==> config.mk <==
export PLATFORM = sky130hd
export DESIGN_NAME = eth_mac_tx
export DESIGN_NICKNAME = d
export VERILOG_FILES = /design/src/eth_mac_pkg.sv /design/src/payload_byte_if.sv /design/src/payload_unpacker.sv /design/src/tx_frame_sequencer.sv /design/src/crc32_appender.sv /design/src/eth_mac_tx.sv
export VERILOG_INCLUDE_DIRS = /design/src
export SDC_FILE = /design/constraint.sdc
export NUM_CORES = 1
export LEC_CHECK = 0
export BUFFER_PORTS_ARGS = -buffer_cell sky130_fd_sc_hd__buf_2
export CORE_ASPECT_RATIO = 1.75
export CORE_MARGIN = 2
export CORE_UTILIZATION = 64
export DETAILED_ROUTE_END_ITERATION = 8
export GPL_TIMING_DRIVEN = 0
export PLACE_DENSITY = 0.86
export SYNTH_ARGS = -nofsm -noshare
export SYNTH_HDL_FRONTEND = slang
export SYNTH_SLANG_ARGS = --single-unit
==> constraint.sdc <==
create_clock -name clk -period 11.7 [get_ports clk]
set_clock_uncertainty 0.05 [all_clocks]
set_input_delay 1.755 -clock clk [delete_from_list [all_inputs] [get_ports clk]]
set_output_delay 1.755 -clock clk [all_outputs]
set_load 0.05 [all_outputs]
==> src/eth_mac_settings.svh <==
// ==============================
// Ethernet MAC transmit settings
// Frame layout and CRC constants
// ==============================

`ifndef ETH_MAC_SETTINGS_SVH
`define ETH_MAC_SETTINGS_SVH

// Framing
`define ETH_PREAMBLE_LEN 7                    // Bytes of 0x55
`define ETH_SFD          8'hD5
`define ETH_HDR_LEN      14                   // Destination, source, type
`define ETH_LOCAL_MAC    48'h02_00_00_00_00_01
`define ETH_TYPE_IPV4    16'h0800
`define ETH_IFG_LEN      12                   // Idle cycles after a frame

// Payload limits
`define ETH_MAX_PAYLOAD  1500
`define ETH_LEN_W        16

// CRC-32 start value
`define ETH_CRC_INIT     32'hFFFF_FFFF

`endif

==> src/eth_mac_pkg.sv <==
// ==============================
// Ethernet MAC transmit types
// Phase encoding, payload word view and CRC-32 byte step
// ==============================

package eth_mac_pkg;

    // Sequencer phases, in frame order
    typedef enum logic [2:0] {
        PH_IDLE,
        PH_PREAMBLE,
        PH_SFD,
        PH_HEADER,
        PH_PAYLOAD,
        PH_CRC,
        PH_GAP
    } tx_phase_e;

    // One host word, seen whole or as bytes
    // bytes[0] is the first byte on the wire
    typedef union packed {
        logic [31:0]      word;
        logic [3:0][7:0]  bytes;
    } payload_word_u;

    // Reflected IEEE 802.3 polynomial
    localparam logic [31:0] CRC32_POLY = 32'hEDB8_8320;

    // ==============================
    // CRC-32 over one byte, LSB first
    // ==============================
    function automatic logic [31:0] crc32_update(
        input logic [31:0] crc,
        input logic [7:0]  data
    );
        logic [31:0] c;
        c = crc ^ {24'h0, data};
        for (int i = 0; i < 8; i++) begin
            if (c[0]) begin
                c = (c >> 1) ^ CRC32_POLY;
            end else begin
                c = c >> 1;
            end
        end
        return c;
    endfunction

endpackage

==> src/payload_byte_if.sv <==
// ==============================
// Payload byte link
// Unpacker hands bytes to the frame sequencer
// ==============================

interface payload_byte_if;

    logic       need;   // Frame wants payload words
    logic       flush;  // End of payload, drop leftovers
    logic [7:0] data;   // Current byte
    logic       avail;  // data is valid
    logic       take;   // Byte consumed this cycle

    modport sequencer (
        output need,
        output flush,
        output take,
        input  data,
        input  avail
    );

    modport unpacker (
        input  need,
        input  flush,
        input  take,
        output data,
        output avail
    );

endinterface

==> src/payload_unpacker.sv <==
// ==============================
// Payload unpacker
// Takes 32-bit host words and presents them byte by byte
// ==============================

`include "eth_mac_settings.svh"

module payload_unpacker (
    input  logic                       clk,
    input  logic                       rst_n,
    input  logic                       word_valid,
    input  eth_mac_pkg::payload_word_u word_data,
    output logic                       word_ready,
    payload_byte_if.unpacker           pb
);

    eth_mac_pkg::payload_word_u word_q;  // Buffered host word
    logic [1:0]                 idx;     // Next byte within word_q
    logic                       full;
    logic                       last_byte;
    logic                       load;

    // Final byte of the buffer goes out this cycle
    assign last_byte = pb.take && (idx == 2'd3);

    // Refill when empty or while the last byte drains
    assign word_ready = pb.need && (!full || last_byte);
    assign load       = word_valid && word_ready;

    assign pb.avail = full;
    assign pb.data  = word_q.bytes[idx];  // Same-cycle byte for take

    // ==============================
    // Buffer control
    // ==============================
    always_ff @(posedge clk or negedge rst_n) begin
        if (!rst_n) begin
            full <= 1'b0;
            idx  <= 2'd0;
        end else if (pb.flush) begin
            full <= 1'b0;  // Unused tail of the last word
            idx  <= 2'd0;
        end else if (load) begin
            full <= 1'b1;
            idx  <= 2'd0;
        end else if (pb.take) begin
            idx <= idx + 2'd1;
            if (idx == 2'd3) begin
                full <= 1'b0;
            end
        end
    end

    always_ff @(posedge clk) begin
        if (load) begin
            word_q.word <= word_data.word;
        end
    end

    // Sequencer only consumes bytes that are present
    take_needs_avail: assert property (
        @(posedge clk) disable iff (!rst_n)
        pb.take |-> pb.avail
    ) else $error("payload byte taken while none available");

endmodule

==> src/tx_frame_sequencer.sv <==
// ==============================
// Transmit frame sequencer
// Orders preamble, SFD, header, payload, CRC slot and gap
// Counts completed frames
// ==============================

`include "eth_mac_settings.svh"

module tx_frame_sequencer (
    input  logic                  clk,
    input  logic                  rst_n,
    input  logic                  pkt_valid,
    input  logic [`ETH_LEN_W-1:0] pkt_len,
    output logic                  pkt_ready,
    payload_byte_if.sequencer     pb,
    output logic [7:0]            byte_data,
    output logic                  byte_en,
    output logic                  byte_er,
    output logic                  crc_en,
    output logic                  crc_slot,
    output logic [31:0]           packet_counter
);

    localparam logic [7:0] PREAMBLE_BYTE = 8'h55;
    localparam int         HDR_BITS      = `ETH_HDR_LEN * 8;

    // Broadcast destination, local source, EtherType
    localparam logic [HDR_BITS-1:0] HDR = {48'hFFFF_FFFF_FFFF, `ETH_LOCAL_MAC, `ETH_TYPE_IPV4};

    eth_mac_pkg::tx_phase_e phase;
    eth_mac_pkg::tx_phase_e phase_nxt;
    logic [`ETH_LEN_W-1:0]  cnt;        // Byte or cycle within phase
    logic [`ETH_LEN_W-1:0]  len_q;      // Payload length of this frame
    logic [`ETH_LEN_W-1:0]  phase_len;
    logic                   last;
    logic [3:0]             hdr_idx;

    logic [7:0] data_d;
    logic       en_d;
    logic       er_d;
    logic       crc_en_d;
    logic       slot_d;

    // ==============================
    // Phase lengths and order
    // ==============================
    always_comb begin
        phase_len = `ETH_LEN_W'(1);
        phase_nxt = eth_mac_pkg::PH_IDLE;
        case (phase)
            eth_mac_pkg::PH_PREAMBLE: begin
                phase_len = `ETH_LEN_W'(`ETH_PREAMBLE_LEN);
                phase_nxt = eth_mac_pkg::PH_SFD;
            end
            eth_mac_pkg::PH_SFD: begin
                phase_len = `ETH_LEN_W'(1);
                phase_nxt = eth_mac_pkg::PH_HEADER;
            end
            eth_mac_pkg::PH_HEADER: begin
                phase_len = `ETH_LEN_W'(`ETH_HDR_LEN);
                phase_nxt = eth_mac_pkg::PH_PAYLOAD;
            end
            eth_mac_pkg::PH_PAYLOAD: begin
                phase_len = len_q;
                phase_nxt = eth_mac_pkg::PH_CRC;
            end
            eth_mac_pkg::PH_CRC: begin
                phase_len = `ETH_LEN_W'(4);
                phase_nxt = eth_mac_pkg::PH_GAP;
            end
            eth_mac_pkg::PH_GAP: begin
                phase_len = `ETH_LEN_W'(`ETH_IFG_LEN);
                phase_nxt = eth_mac_pkg::PH_IDLE;
            end
            default: ;
        endcase
    end

    assign last    = (cnt == phase_len - `ETH_LEN_W'(1));
    assign hdr_idx = 4'(`ETH_HDR_LEN - 1) - cnt[3:0];  // Header goes out MSB first

    // Payload pull
    assign pkt_ready = (phase == eth_mac_pkg::PH_IDLE);
    assign pb.take   = (phase == eth_mac_pkg::PH_PAYLOAD) && pb.avail;
    assign pb.flush  = (phase == eth_mac_pkg::PH_PAYLOAD) && last;
    assign pb.need   = (phase == eth_mac_pkg::PH_PREAMBLE) ||
                       (phase == eth_mac_pkg::PH_SFD) ||
                       (phase == eth_mac_pkg::PH_HEADER) ||
                       ((phase == eth_mac_pkg::PH_PAYLOAD) && !last);

    // ==============================
    // Byte for the current cycle
    // ==============================
    always_comb begin
        data_d   = 8'h00;
        en_d     = 1'b0;
        er_d     = 1'b0;
        crc_en_d = 1'b0;
        slot_d   = 1'b0;
        case (phase)
            eth_mac_pkg::PH_PREAMBLE: begin
                data_d = PREAMBLE_BYTE;
                en_d   = 1'b1;
            end
            eth_mac_pkg::PH_SFD: begin
                data_d = `ETH_SFD;
                en_d   = 1'b1;
            end
            eth_mac_pkg::PH_HEADER: begin
                data_d   = HDR[hdr_idx*8 +: 8];
                en_d     = 1'b1;
                crc_en_d = 1'b1;
            end
            eth_mac_pkg::PH_PAYLOAD: begin
                data_d   = pb.data;
                en_d     = 1'b1;
                er_d     = !pb.avail;  // Underrun keeps its byte slot
                crc_en_d = 1'b1;
            end
            eth_mac_pkg::PH_CRC: begin
                en_d   = 1'b1;
                slot_d = 1'b1;  // Filled in by the CRC stage
            end
            default: ;
        endcase
    end

    always_ff @(posedge clk or negedge rst_n) begin
        if (!rst_n) begin
            phase          <= eth_mac_pkg::PH_IDLE;
            cnt            <= '0;
            len_q          <= '0;
            packet_counter <= 32'd0;
            byte_data      <= 8'h00;
            byte_en        <= 1'b0;
            byte_er        <= 1'b0;
            crc_en         <= 1'b0;
            crc_slot       <= 1'b0;
        end else begin
            byte_data <= data_d;
            byte_en   <= en_d;
            byte_er   <= er_d;
            crc_en    <= crc_en_d;
            crc_slot  <= slot_d;
            if (phase == eth_mac_pkg::PH_IDLE) begin
                if (pkt_valid) begin
                    len_q <= pkt_len;
                    cnt   <= '0;
                    phase <= eth_mac_pkg::PH_PREAMBLE;
                end
            end else if (last) begin
                cnt   <= '0;
                phase <= phase_nxt;
                if (phase == eth_mac_pkg::PH_CRC) begin
                    packet_counter <= packet_counter + 32'd1;
                end
            end else begin
                cnt <= cnt + `ETH_LEN_W'(1);
            end
        end
    end

    len_in_range: assert property (
        @(posedge clk) disable iff (!rst_n)
        (pkt_valid && pkt_ready) |-> (pkt_len >= 1 && pkt_len <= `ETH_MAX_PAYLOAD)
    ) else $error("pkt_len %0d out of range", pkt_len);

    // Link idle for the full gap before the next frame starts
    gap_is_idle: assert property (
        @(posedge clk) disable iff (!rst_n)
        $rose(byte_en) |-> !$past(byte_en, `ETH_IFG_LEN)
    ) else $error("frame byte during inter-frame gap");

endmodule

==> src/crc32_appender.sv <==
// ==============================
// CRC-32 appender
// Accumulates the frame CRC, fills the CRC slot
// and registers the GMII outputs
// ==============================

`include "eth_mac_settings.svh"

module crc32_appender (
    input  logic       clk,
    input  logic       rst_n,
    input  logic [7:0] byte_data,
    input  logic       byte_en,
    input  logic       byte_er,
    input  logic       crc_en,
    input  logic       crc_slot,
    output logic [7:0] gmii_tx_d,
    output logic       gmii_tx_en,
    output logic       gmii_tx_er
);

    logic [31:0] crc_q;  // Running CRC, then shift register for the slot

    // ==============================
    // CRC accumulation
    // ==============================
    always_ff @(posedge clk or negedge rst_n) begin
        if (!rst_n) begin
            crc_q <= `ETH_CRC_INIT;
        end else if (!byte_en) begin
            crc_q <= `ETH_CRC_INIT;  // Between frames
        end else if (crc_en) begin
            crc_q <= eth_mac_pkg::crc32_update(crc_q, byte_data);
        end else if (crc_slot) begin
            crc_q <= {8'h00, crc_q[31:8]};  // Next byte into position
        end
    end

    // ==============================
    // GMII output register
    // ==============================
    always_ff @(posedge clk or negedge rst_n) begin
        if (!rst_n) begin
            gmii_tx_d  <= 8'h00;
            gmii_tx_en <= 1'b0;
            gmii_tx_er <= 1'b0;
        end else begin
            gmii_tx_en <= byte_en;
            gmii_tx_er <= byte_er;
            if (crc_slot) begin
                gmii_tx_d <= ~crc_q[7:0];  // Inverted, LSB first
            end else begin
                gmii_tx_d <= byte_data;
            end
        end
    end

    // Slot only follows CRC-covered bytes within one frame
    slot_in_frame: assert property (
        @(posedge clk) disable iff (!rst_n)
        $rose(crc_slot) |-> $past(crc_en) && $past(byte_en)
    ) else $error("CRC slot without preceding payload");

endmodule

==> src/eth_mac_tx.sv <==
// ==============================
// Gigabit Ethernet MAC transmitter
// Host frames and words in, GMII out
// ==============================

`include "eth_mac_settings.svh"

module eth_mac_tx (
    input  logic                  clk,
    input  logic                  rst_n,

    // Frame handshake
    input  logic                  pkt_valid,
    input  logic [`ETH_LEN_W-1:0] pkt_len,
    output logic                  pkt_ready,

    // Payload words, first byte in 7:0
    input  logic                  word_valid,
    input  logic [31:0]           word_data,
    output logic                  word_ready,

    // GMII transmit
    output logic [7:0]            gmii_tx_d,
    output logic                  gmii_tx_en,
    output logic                  gmii_tx_er,

    output logic [31:0]           packet_counter
);

    payload_byte_if pb_if ();

    // Sequencer to CRC stage
    logic [7:0] byte_data;
    logic       byte_en;
    logic       byte_er;
    logic       crc_en;
    logic       crc_slot;

    payload_unpacker unpacker_i (
        .clk        (clk),
        .rst_n      (rst_n),
        .word_valid (word_valid),
        .word_data  (word_data),
        .word_ready (word_ready),
        .pb         (pb_if.unpacker)
    );

    tx_frame_sequencer sequencer_i (
        .clk            (clk),
        .rst_n          (rst_n),
        .pkt_valid      (pkt_valid),
        .pkt_len        (pkt_len),
        .pkt_ready      (pkt_ready),
        .pb             (pb_if.sequencer),
        .byte_data      (byte_data),
        .byte_en        (byte_en),
        .byte_er        (byte_er),
        .crc_en         (crc_en),
        .crc_slot       (crc_slot),
        .packet_counter (packet_counter)
    );

    crc32_appender crc_i (
        .clk        (clk),
        .rst_n      (rst_n),
        .byte_data  (byte_data),
        .byte_en    (byte_en),
        .byte_er    (byte_er),
        .crc_en     (crc_en),
        .crc_slot   (crc_slot),
        .gmii_tx_d  (gmii_tx_d),
        .gmii_tx_en (gmii_tx_en),
        .gmii_tx_er (gmii_tx_er)
    );

endmodule

==> run_results.csv, run 1 <==
group,metric,value,unit
detailed_routing,final_antenna_net_count,0,
detailed_routing,vias,7326,
clocking,clk_path_buf_depth,2,
clocking,clkSinkCount,156,
synth,synthesis.nets,924,
synth,synth_ff_type,"dfrtp_1",
detailed_routing,drtPass1Iterations,5,
detailed_routing,routed_wl,22.88,mm
sta,maxSlewViolCount,0,
worst_setup_path,critPathRequiredTime,9900,ps
synth,ys_seq_elements,156,
detailed_routing,met2_wirelength,12.10,mm
floorplan,fp.dieW,92.37,um
synth,yosys-top-cells-count,"nand2_1, dfrtp_1, xnor2_1",
worst_setup_path,end_kind,"output port",
detailed_routing,routed_via_density,6.288,
worst_setup_path,crit_type,"register to output port",
placed_design,place_ws,5549,ps
pwr,switching_power,0.001367,W
grt,grt_max_degree,85,
pwr,p_int,0.001676,W
placed_design,place_area,9473,um2
layout,syn_to_final_growth,15.21,%
synth,synth-edff-count,32,
pwr,p_per_area,302.0,nW/um2
outcome,status,"finished clean",
worst_setup_path,r2r-start,"sequencer_i.phase[2]",
hold_path,holdPathStages,0,
worst_setup_path,crit_arrival,4920,ps
synth,yosysSeqAreaShare,46.92,%
pwr,leakage,4.138,nW
floorplan,die-area,14650,um2
placed_design,hpwl,16.20,mm
floorplan,io_pins,96,
clocking,cts-buffers-inserted,17,
pwr,seq_power_share,27.7,%
synth,netlist_area,8746,um2
clocking,clock-root-buffer,"clkbuf_16",
sta,grt_setup_unrepaired,"false",
worst_setup_path,r2r_end,"unpacker_i.word_q[7]",
synth,yosys.area.top_type,"dfrtp_1",
worst_setup_path,r2r_setup_slack,6600,ps
sta,maxSlewHeadroom,31.29,%
hold_path,min_from,"sequencer_i.byte_er",
detailed_routing,wire_per_inst,19.64,um
worst_setup_path,worstRegToRegCells,14,
synth,yosysMostFrequentCell,"nand2_1",
layout,stdcell_area,10080,um2
pwr,combPwrFrac,54.2,%
grt,antenna_found_initial,0,
clocking,cts_tree,"built",
sta,final.setup.tns,0,ps
clocking,post-cts-setup-buffer-count,0,
sta,worstMarginPinSlew,1023,ps
pwr,ir_drop,0.1567,mV
synth,synthCells,863,
hold_path,hold-path-endpoint,"crc_i.gmii_tx_er",
detailed_routing,drt-met1-wl,8.350,mm
detailed_routing,wl_met3,1.414,mm
floorplan,start_util,65.35,%
floorplan,die_h,158.6,um
detailed_routing,dr.first_iter.drc_count,571,
synth,syn_area_per_cell,10.13,um2
layout,n_antenna_cell,0,
sta,hold_viol,0,
sta,finalCritPeriodShare,57.51,%
grt,gr-total-overflow,0,
sta,setup_viol,0,
synth,yosys.area.top_type_share,26.32,%
clocking,cts_hold_buffers,0,
detailed_routing,drc,0,
sta,timing.fmax,148.6,MHz
pwr,clkPwrFrac,18.2,%
synth,yosysWarnings,0,
sta,setup_slack,4972,ps
synth,netlist_top_cells_area,"dfrtp_1, edfxtp_1, dfstp_2",
worst_setup_path,critPathLaunchType,"register",
layout,post-route-util,75.29,%
hold_path,hp-class,"register to register",
detailed_routing,highest_layer,"met4",
synth,synth.distinct_cells,63,
grt,grt_pass1_wl,36.99,mm
sta,period_needed,6728,ps
placed_design,place.gp.congestion,0.9748,
floorplan,core_area,13380,um2
clocking,h-tree-depth,4,
grt,grt_usage,32.45,%
floorplan,rows,56,
sta,timing.hold.ws,358.3,ps
worst_setup_path,cp_max_fo,10,
clocking,worstSkewPairLatency,440,ps
synth,async_reset_ff_share,79.49,%
clocking,cts.clk_slew.worst_paths,70,ps
run,drv_cap,0,
clocking,cts_resized,0,
grt,grt_pass1_vias,7424,
pwr,switching_share,44.93,%
layout,drive_gt1_share,22.50,%
layout,final_nets,1039,
placed_design,port_buffers,95,
power groups by stage:
stage	logic, W	clock network (W)	registers (W)
after floorplan	0.00123	0	0.000863
after CTS	0.00163	0.000554	0.000836
after global routing	0.00180	0.000575	0.000853
after global placement	0.00156	0	0.000837
final	0.00165	0.000553	0.000841
after detailed placement	0.00160	0	0.000844
stage by stage:
| step | power (W) | std cells |
|---|---|---|
| 2_1_floorplan | 0.002089 | 863 |
| 3_3_place_gp | 0.002402 | 1132 |
| 3_5_place_dp | 0.002448 | 1133 |
| 4_1_cts | 0.003016 | 1165 |
| 5_1_grt | 0.003226 | 1165 |
| 6_report | 0.003043 | 1165 |
flip-flops by register name, indices dropped and copies added, names as in the netlist, 2 cells and up:
signal	cells
crc_i.crc_q	32
crc_i.gmii_tx_d	8
sequencer_i.byte_data	8
sequencer_i.cnt	16
sequencer_i.len_q	16
sequencer_i.packet_counter	32
sequencer_i.phase	3
unpacker_i.idx	2
unpacker_i.word_q	32
area by class of cell:
class,instances,area (um2)
Sequential cell,156,4104
Buffer,59,245.2
Tap cell,174,217.7
Inverter,19,71.32
Fill cell,944,3307
Clock inverter,15,176.4
Timing Repair Buffer,96,509.2
Multi-Input combinational cell,629,4327
Clock buffer,17,425.4
cells in the final DEF, fill, tap and decap left out, types with 4 or more instances in the layout:
cell type	synthesis	final
nand2_1	103	103
buf_2	4	98
dfrtp_1	92	92
xnor2_1	78	78
o21ai_0	47	47
nor2_1	43	43
clkbuf_1	39	39
xor2_1	36	36
nand3_1	33	33
mux2_2	33	33
dfstp_2	32	32
edfxtp_1	32	32
nand4_1	31	31
a21oi_1	29	29
inv_1	19	19
and3_1	18	18
mux2i_1	18	18
clkbuf_16	0	17
nor4_1	14	14
buf_1	13	13
a31oi_1	13	13
nor3_1	13	13
and2_1	10	9
or3_1	9	9
ha_1	9	9
mux4_2	8	8
o311ai_0	7	7
o211ai_1	6	6
nor3b_1	6	6
nor2b_1	5	5
o21a_1	5	5
clkinv_8	0	5
a21o_1	4	4
a211oi_1	4	4
inv_8	0	4
layer usage:
layer  track usage (%)  up-vias
li1                  -     3308
met1             36.65     3580
met2             57.39      342
met3             6.058       96
met4             18.12        0
met5                 0        -
worst max path at each step:
stage,from,to,slack (ps),cells after the start
final,sequencer_i.phase[2],word_ready,4970,14
after floorplan,sequencer_i.phase[2],word_ready,6540,13
after global placement,sequencer_i.phase[2],word_ready,5530,14
after detailed placement,sequencer_i.phase[2],word_ready,5550,14
after CTS,sequencer_i.phase[2],word_ready,5070,14
after global routing,sequencer_i.phase[2],word_ready,4490,14
cell families after synthesis:
kind of cell               Yosys count  share of synthesized area [%]
and+or+nand+nor                    311                          18.67
buffers and inverters               78                          3.620
muxes                               59                          8.369
xor gates and xnor gates           114                          11.42
AOI/OAI and AO/OA                  136                          9.714
DFF                                156                          46.92
adders and majority gates            9                          1.288
critical path, stage by stage, from the launching register on:
cell,delay [ps]
dfrtp_1,380
clkbuf_1,310
clkbuf_1,400
a21oi_1,200
nor2_1,170
ha_1,270
nor3b_1,790
a211oi_1,280
nor4_1,320
nand4_1,200
nor4_4,310
nand4_2,210
buf_6,220
a21o_1,200
buf_2,220
(Power assumes the default switching activity.)
==> run 2, diff against run 1 <==
Settings changed: CORE_UTILIZATION 64 to 59, PLACE_DENSITY 0.86 to 0.8.
Clock period 11.7 ns to 6.7 ns, I/O delays scaled along.
==> run_results.csv, run 2 (synthesized netlist as in run 1, its figures left out) <==
group,metric,value,unit
outcome,status,"finished clean",
floorplan,die_h,165.1,um
worst_setup_path,cp_cell_sequence,"clkbuf_1 > clkbuf_1 > a21oi_1 > nor2_1 > ha_1 > nor3b_1 > nand2_1 > o311ai_0 > o21ai_0 > xnor2_1 > and3_1 > nand4_2 > buf_6 > a21o_1 > buf_2",
floorplan,start_util,60.56,%
worst_setup_path,end_kind,"output port",
placed_design,port_buffers,95,
detailed_routing,drtPass1Iterations,6,
detailed_routing,dr.first_iter.drc_count,583,
detailed_routing,final_antenna_net_count,0,
hold_path,min_from,"sequencer_i.byte_er",
layout,top_regs,"crc_i.crc_q (32), sequencer_i.packet_counter (32), unpacker_i.word_q (32)",
layout,final_cell_mix,"nand2_1, buf_2, dfrtp_1, xnor2_1, o21ai_0",
layout,drive_gt1_share,22.50,%
sta,maxSlewHeadroom,25.37,%
floorplan,rows,58,
worst_setup_path,slowest_delay,930,ps
clocking,clkSinkCount,156,
clocking,cts.clk_slew.worst_paths,70,ps
worst_setup_path,cp_max_fo,10,
layout,final_nets,1039,
floorplan,fp.dieW,96.04,um
detailed_routing,drc,0,
detailed_routing,wire_per_inst,19.59,um
floorplan,io_pins,96,
placed_design,dp_cells,1139,
worst_setup_path,cp-startpoint,"sequencer_i.phase[2]",
sta,setup_viol,0,
pwr,power,0.005341,W
sta,final.setup.tns,0,ps
placed_design,place_ws,1202,ps
worst_setup_path,crit_arrival,5090,ps
detailed_routing,vias,7133,
worst_setup_path,critPathLaunchType,"register",
clocking,clock-root-buffer,"clkbuf_16",
sta,worstMarginPinSlew,1117,ps
worst_setup_path,critPathRequiredTime,5640,ps
worst_setup_path,crit_top_cell,"clkbuf_1",
hold_path,hp-class,"register to register",
clocking,worstSkewPairLatency,430,ps
worst_setup_path,crit_type,"register to output port",
placed_design,hpwl,16.54,mm
clocking,clk_path_buf_depth,2,
sta,grt_setup_unrepaired,"false",
worst_setup_path,r2r-start,"sequencer_i.phase[2]",
grt,antenna_found_initial,0,
pwr,ir_drop,0.2810,mV
pwr,p_per_area,528.8,nW/um2
layout,n_antenna_cell,0,
grt,gr-total-overflow,0,
sta,period_needed,6143,ps
sta,maxSlewViolCount,0,
clocking,cts_resized,0,
grt,grt_usage,30.56,%
layout,fin_cells,1171,
placed_design,place.gp.congestion,0.9823,
clocking,h-tree-depth,4,
layout,regArea,4104,um2
detailed_routing,routed_wl,22.94,mm
grt,grt_pass1_vias,7338,
sta,finalCritPeriodShare,91.69,%
run,drv_cap,0,
sta,hold_viol,0,
clocking,cts_hold_buffers,0,
detailed_routing,routed_via_density,6.091,
sta,timing.fmax,162.8,MHz
pwr,leakage,4.148,nW
layout,fillCellCount,1095,
worst_setup_path,cp_slowest_cell,"nor3b_1",
floorplan,core_area,14440,um2
layout,multi_input_area,4327,um2
layout,final_common_cell,"nand2_1",
grt,grt_max_degree,71,
clocking,cts_tree,"built",
floorplan,die-area,15850,um2
layout,syn_to_final_growth,15.48,%
clocking,post-cts-setup-buffer-count,0,
sta,setup_slack,556.8,ps
grt,grt_pass1_wl,37.00,mm
clocking,cts-buffers-inserted,17,
-- run 2: changes by cell type in the layout (fill, tap and decap cells not counted) --
| cell | change |
|---|---|
| clkinv_4 | -3 |
| inv_6 | +2 |
| bufinv_16 | +1 |
| clkinv_8 | -1 |
| inv_8 | +1 |
-- run 2: layout make-up --
cell class	instances	share of cell area, %
flip-flops and latches	156	40.63
inverters	19	0.7061
multi-input cells	629	42.84
clock buffers	17	4.212
clock inverters	15	1.908
plain buffers	59	2.428
well taps	180	2.230
repair buffers	96	5.042
-- run 2: final timing paths --
check                                       endpoint  slack, ps  depth (start not counted)
worst max-delay path                      word_ready        560                         15
worst min-delay path                crc_i.gmii_tx_er        340                          0
worst max register to register  unpacker_i.word_q[4]       1420                         15
min in group asynchronous         crc_i.gmii_tx_d[6]        470                          1
worst min register to register      crc_i.gmii_tx_er        340                          0
max in group asynchronous             crc_i.crc_q[3]       5380                          2
-- run 2: layer usage --
layer / up-vias / routed length (um) / track usage, %
li1: 3298 / - / -
met1: 3463 / 8386 / 35.07
met2: 299 / 12410 / 53.31
met4: 0 / 977 / 16.69
met5: - / 0 / 0
met3: 73 / 1167 / 4.855
-- run 2: critical path, delay by kind of cell, from the launching register on --
kind	cells	cell delay, ps
AND/OR/NAND/NOR	5	1570
flip-flops	1	380
adder cells (fa/ha/maj)	1	290
AO/OA/AOI/OAI	4	960
XOR/XNOR	1	250
buffers and inverters	4	1190
-- run 2: where the power goes --
group | internal (W) | total, W | switching, W
combinational | 0.00117 | 0.00288 | 0.00171
clock | 0.000540 | 0.000997 | 0.000458
sequential | 0.00126 | 0.00146 | 0.000205
total | 0.00296 | 0.00534 | 0.00238
-- run 2: metrics by stage --
stage          hold WS, ps  util (%)  cell area [um2]
6_report             341.1     69.94            10100
5_1_grt              363.8     69.94            10100
4_1_cts              353.6     69.93            10100
3_5_place_dp         340.3     65.65             9480
3_3_place_gp         342.0     65.41             9447
2_1_floorplan        281.2         -             8746
